--- src/rtl/rst_pkg.sv ---
/* reset subsystem package
   command opcodes, sequencer states and register map constants */
package rst_pkg;

    // width of the domain index field
    localparam int DOMAIN_IDX_W = 4;

    // wishbone word addresses
    localparam logic [1:0] ADDR_CMD    = 2'd0;
    localparam logic [1:0] ADDR_STATUS = 2'd1;

    // command register fields
    localparam int CMD_OP_LSB  = 0;
    localparam int CMD_DOM_LSB = 4;

    // status register fields
    localparam int STAT_BUSY_BIT  = 0;
    localparam int STAT_DROP_BIT  = 1;
    localparam int STAT_READY_LSB = 16;

    typedef enum logic [1:0] {
        OP_NOP    = 2'd0,
        OP_RESET  = 2'd1,
        OP_INIT   = 2'd2,
        OP_ENABLE = 2'd3
    } rst_op_e;

    typedef enum logic [2:0] {
        S_IDLE        = 3'd0,
        S_RESET       = 3'd1,
        S_RESET_WAIT  = 3'd2,
        S_INIT        = 3'd3,
        S_INIT_WAIT   = 3'd4,
        S_ENABLE      = 3'd5,
        S_ENABLE_WAIT = 3'd6
    } seq_state_e;

endpackage
--- src/rtl/rst_ifs.sv ---
`timescale 1ns/1ps
/* control interfaces of the reset subsystem
   domain commands and responses, and the register to sequencer path */

// one instance per target domain
interface dom_ctrl_if;
    logic clk_en_cmd;
    logic rst_cmd;
    logic init_cmd;
    logic rst_request;
    logic response;

    modport seq (
        output clk_en_cmd,
        output rst_cmd,
        output init_cmd,
        input  rst_request,
        input  response
    );

    modport dom (
        input  clk_en_cmd,
        input  rst_cmd,
        input  init_cmd,
        output rst_request,
        output response
    );
endinterface

interface seq_cmd_if import rst_pkg::*; #(
    parameter int NUM_DOMAINS = 2
);
    logic                    cmd_valid;
    rst_op_e                 cmd_op;
    logic [DOMAIN_IDX_W-1:0] cmd_domain;
    logic                    busy;
    logic [NUM_DOMAINS-1:0]  ready_mask;

    modport regs (
        output cmd_valid,
        output cmd_op,
        output cmd_domain,
        input  busy,
        input  ready_mask
    );

    modport seq (
        input  cmd_valid,
        input  cmd_op,
        input  cmd_domain,
        output busy,
        output ready_mask
    );
endinterface

--- src/rtl/reset_subsystem_top.sv ---
`timescale 1ns/1ps
/* reset and clock enable subsystem
   wishbone registers, boot sequencer and one reset controller per domain */
module reset_subsystem_top #(
    parameter int NUM_DOMAINS  = 2,
    parameter int RESET_CYCLES = 16
) (
    input  logic                   sys_clk,
    input  logic                   async_rst_in,
    input  logic                   sys_clk_en,
    input  logic                   wb_cyc,
    input  logic                   wb_stb,
    input  logic                   wb_we,
    input  logic [1:0]             wb_adr,
    input  logic [31:0]            wb_dat_w,
    output logic [31:0]            wb_dat_r,
    output logic                   wb_ack,
    input  logic [NUM_DOMAINS-1:0] domain_rst_req,
    output logic [NUM_DOMAINS-1:0] target_rst,
    output logic [NUM_DOMAINS-1:0] target_init,
    output logic [NUM_DOMAINS-1:0] target_clk_en
);

    seq_cmd_if #(.NUM_DOMAINS(NUM_DOMAINS)) cmd_if ();
    dom_ctrl_if dom_if [NUM_DOMAINS-1:0] ();

    wb_reset_regs #(
        .NUM_DOMAINS (NUM_DOMAINS)
    ) regs_i (
        .sys_clk      (sys_clk),
        .async_rst_in (async_rst_in),
        .wb_cyc       (wb_cyc),
        .wb_stb       (wb_stb),
        .wb_we        (wb_we),
        .wb_adr       (wb_adr),
        .wb_dat_w     (wb_dat_w),
        .wb_dat_r     (wb_dat_r),
        .wb_ack       (wb_ack),
        .cmd          (cmd_if)
    );

    reset_sequencer #(
        .NUM_DOMAINS (NUM_DOMAINS)
    ) seq_i (
        .sys_clk      (sys_clk),
        .async_rst_in (async_rst_in),
        .sys_clk_en   (sys_clk_en),
        .cmd          (cmd_if),
        .dom          (dom_if)
    );

    for (genvar i = 0; i < NUM_DOMAINS; i++) begin : g_domain
        domain_reset_ctrl #(
            .RESET_CYCLES (RESET_CYCLES)
        ) dom_ctrl_i (
            .sys_clk        (sys_clk),
            .async_rst_in   (async_rst_in),
            .sys_clk_en     (sys_clk_en),
            .ctrl           (dom_if[i]),
            .domain_rst_req (domain_rst_req[i]),
            .target_rst     (target_rst[i]),
            .target_init    (target_init[i]),
            .target_clk_en  (target_clk_en[i])
        );
    end

endmodule

--- src/rtl/wb_reset_regs.sv ---
`timescale 1ns/1ps
/* wishbone classic register block
   command register feeding the sequencer, and busy, dropped and ready status */
module wb_reset_regs import rst_pkg::*; #(
    parameter int NUM_DOMAINS = 2
) (
    input  logic        sys_clk,
    input  logic        async_rst_in,
    input  logic        wb_cyc,
    input  logic        wb_stb,
    input  logic        wb_we,
    input  logic [1:0]  wb_adr,
    input  logic [31:0] wb_dat_w,
    output logic [31:0] wb_dat_r,
    output logic        wb_ack,
    seq_cmd_if.regs     cmd
);

    logic                    access;
    logic                    wr_cmd;
    logic                    wr_status;
    rst_op_e                 wr_op;
    logic [DOMAIN_IDX_W-1:0] wr_dom;
    logic                    dom_ok;
    logic                    dropped;
    logic [7:0]              last_cmd;
    logic [31:0]             status_word;

    // no access while the previous ack is out
    assign access    = wb_cyc && wb_stb && !wb_ack;
    assign wr_cmd    = access && wb_we && (wb_adr == ADDR_CMD) && (wr_op != OP_NOP);
    assign wr_status = access && wb_we && (wb_adr == ADDR_STATUS);
    assign wr_op     = rst_op_e'(wb_dat_w[CMD_OP_LSB +: 2]);
    assign wr_dom    = wb_dat_w[CMD_DOM_LSB +: DOMAIN_IDX_W];
    assign dom_ok    = int'(wr_dom) < NUM_DOMAINS;

    assign cmd.cmd_valid  = wr_cmd && !cmd.busy && dom_ok;
    assign cmd.cmd_op     = wr_op;
    assign cmd.cmd_domain = wr_dom;

    always_comb begin
        status_word                                = '0;
        status_word[STAT_BUSY_BIT]                 = cmd.busy;
        status_word[STAT_DROP_BIT]                 = dropped;
        status_word[STAT_READY_LSB +: NUM_DOMAINS] = cmd.ready_mask;
    end

    always_ff @(posedge sys_clk or posedge async_rst_in) begin
        if (async_rst_in) begin
            wb_ack  <= 1'b0;
            dropped <= 1'b0;
        end else begin
            wb_ack <= access;
            // sticky until cleared through the status register
            if (wr_cmd && (cmd.busy || !dom_ok)) begin
                dropped <= 1'b1;
            end else if (wr_status && wb_dat_w[STAT_DROP_BIT]) begin
                dropped <= 1'b0;
            end
        end
    end

    always_ff @(posedge sys_clk) begin
        if (access && wb_we && (wb_adr == ADDR_CMD)) begin
            last_cmd <= wb_dat_w[7:0];
        end
        if (access && !wb_we) begin
            case (wb_adr)
                ADDR_CMD:    wb_dat_r <= {24'd0, last_cmd};
                ADDR_STATUS: wb_dat_r <= status_word;
                default:     wb_dat_r <= '0;
            endcase
        end
    end

endmodule

--- src/rtl/reset_sequencer.sv ---
`timescale 1ns/1ps
/* reset sequencer
   boots every domain through reset, init and enable, then serves
   register commands and reset requests raised by the domains */
module reset_sequencer import rst_pkg::*; #(
    parameter int NUM_DOMAINS = 2
) (
    input  logic    sys_clk,
    input  logic    async_rst_in,
    input  logic    sys_clk_en,
    seq_cmd_if.seq  cmd,
    dom_ctrl_if.seq dom [NUM_DOMAINS-1:0]
);

    localparam logic [DOMAIN_IDX_W-1:0] LAST_DOM = DOMAIN_IDX_W'(NUM_DOMAINS - 1);

    seq_state_e              state;
    seq_state_e              state_d;
    rst_op_e                 cur_op;
    rst_op_e                 cur_op_d;
    logic [DOMAIN_IDX_W-1:0] cur_dom;
    logic [DOMAIN_IDX_W-1:0] cur_dom_d;
    logic [NUM_DOMAINS-1:0]  cur_onehot;
    logic                    booting;
    logic [DOMAIN_IDX_W-1:0] boot_idx;
    logic                    boot_step;
    logic [NUM_DOMAINS-1:0]  ready_mask;
    logic [NUM_DOMAINS-1:0]  req_pending;
    logic [NUM_DOMAINS-1:0]  req_vec;
    logic [NUM_DOMAINS-1:0]  resp_vec;
    logic                    req_found;
    logic [DOMAIN_IDX_W-1:0] req_idx;
    logic                    dom_resp;
    logic                    seq_done;

    function automatic seq_state_e first_state(input rst_op_e op);
        case (op)
            OP_RESET:  return S_RESET;
            OP_INIT:   return S_INIT;
            OP_ENABLE: return S_ENABLE;
            default:   return S_IDLE;
        endcase
    endfunction

    assign cur_onehot = NUM_DOMAINS'(1) << cur_dom;

    for (genvar i = 0; i < NUM_DOMAINS; i++) begin : g_dom
        assign dom[i].rst_cmd    = (state == S_RESET) && cur_onehot[i];
        assign dom[i].init_cmd   = (state == S_INIT) && cur_onehot[i];
        assign dom[i].clk_en_cmd = (state == S_ENABLE) && cur_onehot[i];
        assign resp_vec[i]       = dom[i].response;
        assign req_vec[i]        = dom[i].rst_request;
    end

    assign dom_resp = |(resp_vec & cur_onehot);
    assign seq_done = dom_resp && ((state == S_ENABLE_WAIT) ||
                                   (state == S_INIT_WAIT && cur_op == OP_INIT));

    // lowest pending request wins
    always_comb begin
        req_found = 1'b0;
        req_idx   = '0;
        for (int i = NUM_DOMAINS - 1; i >= 0; i--) begin
            if (req_pending[i]) begin
                req_found = 1'b1;
                req_idx   = DOMAIN_IDX_W'(i);
            end
        end
    end

    always_comb begin
        state_d   = state;
        cur_op_d  = cur_op;
        cur_dom_d = cur_dom;
        boot_step = 1'b0;
        case (state)
            S_IDLE: begin
                if (cmd.cmd_valid) begin
                    cur_op_d  = cmd.cmd_op;
                    cur_dom_d = cmd.cmd_domain;
                    state_d   = first_state(cmd.cmd_op);
                end else if (booting) begin
                    cur_op_d  = OP_RESET;
                    cur_dom_d = boot_idx;
                    state_d   = S_RESET;
                    boot_step = 1'b1;
                end else if (req_found) begin
                    cur_op_d  = OP_RESET;
                    cur_dom_d = req_idx;
                    state_d   = S_RESET;
                end
            end
            S_RESET:       state_d = S_RESET_WAIT;
            S_RESET_WAIT:  state_d = dom_resp ? S_INIT : S_RESET_WAIT;
            S_INIT:        state_d = S_INIT_WAIT;
            S_INIT_WAIT: begin
                if (dom_resp) begin
                    state_d = (cur_op == OP_INIT) ? S_IDLE : S_ENABLE;
                end
            end
            S_ENABLE:      state_d = S_ENABLE_WAIT;
            S_ENABLE_WAIT: state_d = dom_resp ? S_IDLE : S_ENABLE_WAIT;
            default:       state_d = S_IDLE;
        endcase
        // boot runs domains back to back
        if (seq_done && booting) begin
            cur_op_d  = OP_RESET;
            cur_dom_d = boot_idx;
            state_d   = S_RESET;
            boot_step = 1'b1;
        end
    end

    always_ff @(posedge sys_clk or posedge async_rst_in) begin
        if (async_rst_in) begin
            state       <= S_IDLE;
            cur_op      <= OP_NOP;
            cur_dom     <= '0;
            booting     <= 1'b1;
            boot_idx    <= '0;
            ready_mask  <= '0;
            req_pending <= '0;
        end else if (sys_clk_en) begin
            state   <= state_d;
            cur_op  <= cur_op_d;
            cur_dom <= cur_dom_d;
            if (boot_step) begin
                boot_idx <= boot_idx + DOMAIN_IDX_W'(1);
                if (boot_idx == LAST_DOM) begin
                    booting <= 1'b0;
                end
            end
            if (state == S_RESET) begin
                ready_mask <= ready_mask & ~cur_onehot;
            end else if (state == S_ENABLE_WAIT && dom_resp) begin
                ready_mask <= ready_mask | cur_onehot;
            end
            // a started reset serves that domain's request
            req_pending <= (req_pending & ~((state == S_RESET) ? cur_onehot : '0)) | req_vec;
        end
    end

    assign cmd.busy       = (state != S_IDLE);
    assign cmd.ready_mask = ready_mask;

endmodule

--- src/rtl/domain_reset_ctrl.sv ---
`timescale 1ns/1ps
/* per-domain reset controller
   stretches a reset command to RESET_CYCLES cycles, buffers init and
   clock enable, and answers every command with a one-cycle response */
module domain_reset_ctrl #(
    parameter int RESET_CYCLES = 16
) (
    input  logic    sys_clk,
    input  logic    async_rst_in,
    input  logic    sys_clk_en,
    dom_ctrl_if.dom ctrl,
    input  logic    domain_rst_req,
    output logic    target_rst,
    output logic    target_init,
    output logic    target_clk_en
);

    localparam int               CNT_W    = (RESET_CYCLES > 1) ? $clog2(RESET_CYCLES) : 1;
    localparam logic [CNT_W-1:0] CNT_LAST = CNT_W'(RESET_CYCLES - 1);

    logic             rst_delay;
    logic             rst_active;
    logic [CNT_W-1:0] rst_cnt;
    logic             rst_end;
    logic             init_q;
    logic             clk_en_q;
    logic             resp_q;

    // last cycle of the stretched reset
    assign rst_end = rst_active && (rst_cnt == CNT_LAST);

    // command delay stage
    always_ff @(posedge sys_clk or posedge async_rst_in) begin
        if (async_rst_in) begin
            rst_delay <= 1'b0;
        end else if (sys_clk_en) begin
            rst_delay <= ctrl.rst_cmd;
        end
    end

    // pulse extender
    always_ff @(posedge sys_clk or posedge async_rst_in) begin
        if (async_rst_in) begin
            rst_active <= 1'b0;
        end else if (sys_clk_en) begin
            if (rst_delay) begin
                rst_active <= 1'b1;
            end else if (rst_end) begin
                rst_active <= 1'b0;
            end
        end
    end

    always_ff @(posedge sys_clk or posedge async_rst_in) begin
        if (async_rst_in) begin
            rst_cnt <= '0;
        end else if (sys_clk_en) begin
            if (rst_delay) begin
                rst_cnt <= '0;
            end else if (rst_active && !rst_end) begin
                rst_cnt <= rst_cnt + CNT_W'(1);
            end
        end
    end

    // init buffer, one cycle per command
    always_ff @(posedge sys_clk or posedge async_rst_in) begin
        if (async_rst_in) begin
            init_q <= 1'b0;
        end else if (sys_clk_en) begin
            init_q <= ctrl.init_cmd;
        end
    end

    // clock enable held until the next reset
    always_ff @(posedge sys_clk or posedge async_rst_in) begin
        if (async_rst_in) begin
            clk_en_q <= 1'b0;
        end else if (sys_clk_en) begin
            if (rst_delay || rst_active) begin
                clk_en_q <= 1'b0;
            end else if (ctrl.clk_en_cmd) begin
                clk_en_q <= 1'b1;
            end
        end
    end

    // reset end, init and enable all complete here
    always_ff @(posedge sys_clk or posedge async_rst_in) begin
        if (async_rst_in) begin
            resp_q <= 1'b0;
        end else if (sys_clk_en) begin
            resp_q <= rst_end || init_q || ctrl.clk_en_cmd;
        end
    end

    assign target_rst       = rst_active;
    assign target_init      = init_q;
    assign target_clk_en    = clk_en_q;
    assign ctrl.response    = resp_q;
    assign ctrl.rst_request = domain_rst_req;

endmodule

--- config.mk ---
export PLATFORM = sky130hd
export DESIGN_NAME = reset_subsystem_top
export DESIGN_NICKNAME = d
export VERILOG_FILES = /design/src/rtl/rst_pkg.sv /design/src/rtl/rst_ifs.sv /design/src/rtl/reset_subsystem_top.sv /design/src/rtl/wb_reset_regs.sv /design/src/rtl/reset_sequencer.sv /design/src/rtl/domain_reset_ctrl.sv
export SDC_FILE = /design/constraint.sdc
export NUM_CORES = 1
export LEC_CHECK = 0
export ABC_AREA = 0
export BUFFER_PORTS_ARGS = -buffer_cell sky130_fd_sc_hd__buf_2
export CORE_MARGIN = 1
export CORE_UTILIZATION = 45
export DETAILED_ROUTE_END_ITERATION = 8
export GPL_TIMING_DRIVEN = 0
export HOLD_SLACK_MARGIN = 0.1
export PLACE_DENSITY = 0.75
export SYNTH_ARGS = -nofsm -noshare
export SYNTH_HDL_FRONTEND = slang
export SYNTH_SLANG_ARGS = --single-unit
--- constraint.sdc ---
create_clock -name sys_clk -period 3.3 [get_ports sys_clk]
set_input_delay 0.66 -clock sys_clk [delete_from_list [all_inputs] [get_ports sys_clk]]
set_output_delay 0.66 -clock sys_clk [all_outputs]
set_load 0.1 [all_outputs]
* After elaboration in Yosys (flattened, before gate mapping)
Cells that the tools add are included.
Word-level totals: bits in registers 78, logic and storage cells 162, memory bits (read-only) 0, memory bits (writable) 0, bits of input ports 42, memories kept 0, bits in latches 0
Operators by class: $add $sub $neg 3, reduce and logical (&&, ||, !) cells 65, $mul 0, div/mod/pow operators 0, magnitude comparators 1, shift operators 1, bitwise logic cells 7, equal/unequal tests 16, mux-type cells 46
Operators with widths (number):
- 4-bit two-way mux | 9
- 18-bit one-hot mux with 2 select lines | 1
- 1-bit logical AND | 25
- 3-bit two-way mux | 7
- 3-bit one-hot mux with 7 select lines | 1
- 2-bit nonzero test | 10
- 1-bit two-way mux | 19
- 2-bit two-way mux | 8
- 2-bit AND reduction | 8
- 4-bit by 1-bit adder with 4-bit output, second input constant | 3
- 3-bit == test, second input constant | 3
- 3-bit one-hot mux with 3 select lines | 1
- 3-bit AND reduction | 3
- 4-bit == test, second input constant | 2
- 1-bit logical OR | 8
- 2-bit AND | 3
- 2-bit == test, second input constant | 3
- 3-bit by 2-bit == test with 1-bit output, second input constant | 2
- 1-bit zero test | 6
- 5-bit by 2-bit != test with 1-bit output, second input constant | 1
- 2-bit by 1-bit == test with 1-bit output, second input constant | 2
- 4-bit by 1-bit == test with 1-bit output, second input constant | 1
- 4-bit by 2-bit less-than comparator with 1-bit output, second input constant | 1
- 2-bit NOT | 2
- other kinds (9) | 10

* Depth between registers and ports, before layout
depth in word-level cells 11, mapped depth 7, depth with buffers taken out 6

* Hierarchy
A second synthesis with hierarchy kept.
Second synthesis, totals: cell total of the unflattened synthesis 293, area, all modules 3123.0 µm²
By module, submodules not included:
- reset_sequencer | cells an instance 129, sequential area each 451.7 µm², instances 1, area an instance 1174.9 µm²
- wb_reset_regs | cells an instance 76, sequential area each 590.6 µm², instances 1, area an instance 984.7 µm²
- domain_reset_ctrl | cells an instance 44, sequential area each 225.2 µm², instances 2, area an instance 481.7 µm²

* Worst setup path after synthesis
Ideal clock, no wire load.
kind register -> register, from reg regs_i.wb_ack, to reg seq_i.state[0], path slack 0.919 ns, required time 3.175 ns, buffers on the path 0, stages on the path, launching flop included 6, setup time 0.125 ns, period minus slack after synthesis 2.381 ns, arrival time 2.256 ns, cell sequence dfrtp_1 > and3b_1 > and3_1 > o211ai_4 > a31o_2 > mux2_4
Between the ends: longest elaborated chain between the ends 10, elaborated cells between the ends (all ways) 12, classes of those cells eq/ne: 1; mux: 3; reduce/logical: 8
RTL lines:
- from (decl) | RTL line wb_reset_regs.sv:15 | output logic wb_ack,
- from (signal assigned) | RTL line wb_reset_regs.sv:53 | wb_ack <= access;
- 1-bit zero test * | RTL line wb_reset_regs.sv:30 | assign access = wb_cyc && wb_stb && !wb_ack;
- 1-bit logical AND * | RTL line wb_reset_regs.sv:30
- net regs_i.access | RTL line wb_reset_regs.sv:19 | logic access;
- 1-bit logical AND * (3 in series) | RTL line wb_reset_regs.sv:31 | assign wr_cmd = access && wb_we && (wb_adr == ADDR_CMD) && (wr_op != OP_NOP);
- 1-bit logical AND * (2 in series) | RTL line wb_reset_regs.sv:37 | assign cmd.cmd_valid = wr_cmd && !cmd.busy && dom_ok;
- 3-bit two-way mux | RTL line reset_sequencer.sv:78 | if (cmd.cmd_valid) begin
- 3-bit one-hot mux with 7 select lines | RTL line reset_sequencer.sv:76 | case (state)
- 3-bit two-way mux | RTL line reset_sequencer.sv:106 | if (seq_done && booting) begin
- to (signal assigned) | RTL line reset_sequencer.sv:124 | state <= state_d;
- to (decl) | RTL line reset_sequencer.sv:17 | seq_state_e state;
Mark *: on every way through the listed nets, which the timed path passes. The rest lies on a longest branch. A chain may end at the register's enable or synchronous reset.

* Final worst setup path
from reg seq_i.cur_dom[1], to reg seq_i.cur_op[0]
Between the ends: longest elaborated chain between the ends 7, elaborated cells between the ends (all ways) 9, classes of those cells shift: 1; mux: 1; bitwise: 1; reduce/logical: 6
RTL lines:
- from (decl) | RTL line reset_sequencer.sv:21 | logic [DOMAIN_IDX_W-1:0] cur_dom;
- from (signal assigned) | RTL line reset_sequencer.sv:126 | cur_dom <= cur_dom_d;
- 1-bit by 4-bit left shift with 2-bit output * | RTL line reset_sequencer.sv:45 | assign cur_onehot = NUM_DOMAINS'(1) << cur_dom;
- 2-bit AND * | RTL line reset_sequencer.sv:55 | assign dom_resp = |(resp_vec & cur_onehot);
- 2-bit OR reduction * | RTL line reset_sequencer.sv:55
- 1-bit logical AND * | RTL line reset_sequencer.sv:56 | assign seq_done = dom_resp && ((state == S_ENABLE_WAIT) ||
- 1-bit logical AND * | RTL line reset_sequencer.sv:106
- 4-bit nonzero test (no line) / 2-bit nonzero test (equally long branches)
- 3-bit AND reduction (no line)
- to (signal assigned) | RTL line reset_sequencer.sv:125 | cur_op <= cur_op_d;
- to (decl) | RTL line reset_sequencer.sv:19 | rst_op_e cur_op;
Every way passes the cells marked *; elsewhere a longest branch is shown, timed or not.

==> results.toml <==
[clocking]
post_cts_resized = 0
cts_hold_buffers = 0
cts_buffers = 5
tritoncts = "done"
cts.sinks = 56
post_cts_buffers = 0
clk_pin_slew_ps = 100
cts-root-buf = "clkbuf_8"
clock_path_buffers = 2
insertion_delay_ps = 310
h-tree-depth = 2

[worst_setup_path]
reg2reg_depth = 5
crit_chain = "nor3_4 > nor3b_1 > a22o_2 > a21boi_4 > mux2_2"
critPathTopFamily = "simple AND/OR/NAND/NOR gates"
critical_path_buf_inv_count = 0
setup.worst_path.class = "reg -> reg"
crit_path_max_fanout = 8
slowest_delay_ps = 520
worst_path_max_delay_cell = "nor3b_1"
r2r-end = "seq_i.cur_op[0]$_DFFE_PP0P_"
rrSetupSlack_ps = 990
critPathRequiredTime_ps = 3500
endpoint_kind = "flip-flop"
crit_path_start_kind = "flip-flop"
rr_startpoint = "seq_i.cur_dom[1]$_DFFE_PP0P_"
arrival_ps = 2510

[detailed_routing]
vias_per_cell = 4.889
ant_nets = 0
wire_per_inst_um = 12.67
drcViolationCount = 0
drt_first_pass_iters = 4
routed_wl_um = 4917
drt-initial-drc-count = 101
via_count = 1897

[sta]
fin_crit_sh_pct = 69.94
report.final.slew_viol_count = 0
setup_viol = 0
max_slew_margin_pct = 44.76
fmax_mhz = 433.3
tightest_slew_ps = 826.9
min_period_ps = 2308
hold_viol_final = 0
rsz0062_at_grt = "false"
setup_ws_ps = 991.9
final.setup_skew_ps = 9.322
setup_tns_ps = 0

[cells_and_area]
final_layout_size_suffix_gt1_share_pct = 30.03
final_cell_mix = "dfrtp_1 (37), buf_2 (34), buf_4 (29)"
nNetsFinal = 358
diodes = 0
layout_commonest_cell = "dfrtp_1"
syn_to_final_growth_pct = 15.45

[synth]
synth.avg_cell_area_um2 = 11.34
yosys_register_bits = 56
synthCells = 250
ys_seq_area_share_pct = 52.67
ys_types = 46
syn_area_um2 = 2834
yosys_most_used_dff = "dfrtp_1"
async_reset_ff_share_pct = 67.86
synth_edf_count = 18
yosys_warnings = 0

[min_path]
hp-class = "in -> async"

[floorplan]
core_um2 = 5991
die_x_um = 81.36
die_area_um2 = 6619
num_rows = 28
ios = 81
start_util_pct = 47.31
die_h_um = 81.36

[global_route]
antenna_found_initial = 0
grt_pass1_vias = 1734
track_usage_pct = 16.15
grt_max_degree = 39
grt_pass1_wl_um = 8169
grt-ovfl-total = 0

[pwr]
ir_drop_uv = 341.9
power.density_nw_per_um2 = 767.0
p_leak_nw = 1.486

[placed_design]
pre_cts_slack_ps = 699.2
io_buffers = 34
hpwl_um = 3562
place.gp.congestion = 0.9034

[run]
max-cap-violations = 0

[run_status]
status = "complete, no violations"
-- worst max path at each step --
stage	from	cells after the start	end	slack (ps)
after global placement	wb_adr[1]	6	seq_i.cur_op[1]$_DFFE_PP0P_	770
after detailed placement	wb_adr[1]	6	seq_i.cur_op[0]$_DFFE_PP0P_	700
after floorplan	regs_i.wb_ack$_DFF_PP0_	5	seq_i.state[0]$_DFFE_PP0P_	920
after CTS	seq_i.cur_dom[1]$_DFFE_PP0P_	5	seq_i.cur_op[0]$_DFFE_PP0P_	1010
after global routing	seq_i.cur_dom[1]$_DFFE_PP0P_	5	seq_i.cur_op[0]$_DFFE_PP0P_	860
final	seq_i.cur_dom[1]$_DFFE_PP0P_	5	seq_i.cur_op[0]$_DFFE_PP0P_	990
-- logic make-up (layout without fill, tap and decap cells) --
| logic type | after synthesis | count (layout) | synth area share [%] |
|---|---|---|---|
| and+or+nand+nor | 65 | 65 | 13.82 |
| DFF | 56 | 56 | 52.67 |
| adders and majority gates | 4 | 4 | 1.766 |
| AOI/OAI and AO/OA | 55 | 55 | 13.16 |
| muxes | 10 | 10 | 4.150 |
| other | 1 | 22 | 0.1323 |
| buffers and inverters | 50 | 92 | 11.52 |
| xor gates and xnor gates | 9 | 9 | 2.782 |
-- where the power goes --
group | switching [W] | internal (W) | leakage, nW | total, W
Clock | 0.000236 | 0.000155 | 0.0487 | 0.000391
Combinational | 0.000675 | 0.000395 | 0.818 | 0.00107
Sequential | 0.000156 | 0.000893 | 0.619 | 0.00105
-- state kept, by name (all words and copies together) (netlist names), named ones only --
name / count
seq_i.state: 3
seq_i.cur_dom: 4
g_domain.dom_ctrl_i.target_rst: 2
seq_i.booting: 1
seq_i.req_pending: 2
g_domain.dom_ctrl_i.target_clk_en: 2
regs_i.last_cmd: 8
seq_i.boot_idx: 4
g_domain.dom_ctrl_i.rst_delay: 2
g_domain.dom_ctrl_i.rst_cnt: 8
seq_i.cur_op: 2
g_domain.dom_ctrl_i.ctrl.response: 2
regs_i.wb_ack: 1
regs_i.wb_dat_r: 10
regs_i.dropped: 1
g_domain.dom_ctrl_i.target_init: 2
-- area by class of cell --
type                    instances  area (um^2)
fillers                       526         2719
flip-flops and latches         56         1493
multi-input cells             165         1094
plain buffers                  37        277.8
repair buffers                 34        170.2
well taps                      75        93.84
clock buffers                   5        68.82
inverters                      13        48.80
clock inverters                 3        26.28
-- cell usage after synthesis, types with 3 or more instances --
library cell | n | share of area (%)
and2_1 | 8 | 1.8
nand3_1 | 4 | 0.71
nor2b_1 | 5 | 1.1
nand4_1 | 9 | 2.0
a22o_1 | 3 | 0.93
clkbuf_1 | 4 | 0.53
dfrtp_1 | 37 | 33
nor2_1 | 9 | 1.2
buf_6 | 4 | 1.6
xor2_1 | 7 | 2.2
nand2_1 | 14 | 1.9
ha_1 | 4 | 1.8
mux2_4 | 3 | 1.6
a21oi_1 | 11 | 1.9
and3_1 | 5 | 1.1
inv_1 | 13 | 1.7
mux2i_1 | 5 | 1.8
o2bb2ai_1 | 4 | 1.2
edfxtp_1 | 18 | 19
o21ai_0 | 22 | 3.9
buf_4 | 29 | 7.7
-- routing by layer --
| layer | track usage [%] | share of wire (%) |
|---|---|---|
| met2 | 25.25 | 45 |
| met3 | 3.258 | 4.3 |
| met5 | 0 | 0 |
| met1 | 22.21 | 48 |
| met4 | 5.536 | 2.0 |
-- metrics by stage --
step,cell area [um^2],hold slack [ps],utilization [%],std cells,total power (W)
3_3_place_gp,3177,473.3,53.03,380,0.002102
6_report,3272,495.9,54.62,388,0.002510
4_1_cts,3272,508.4,54.62,388,0.002516
5_1_grt,3272,507.6,54.62,388,0.002664
2_1_floorplan,2913,447.8,-,271,0.001945
3_5_place_dp,3177,484.1,53.03,380,0.002130
Power figures use the tool's default switching activity.
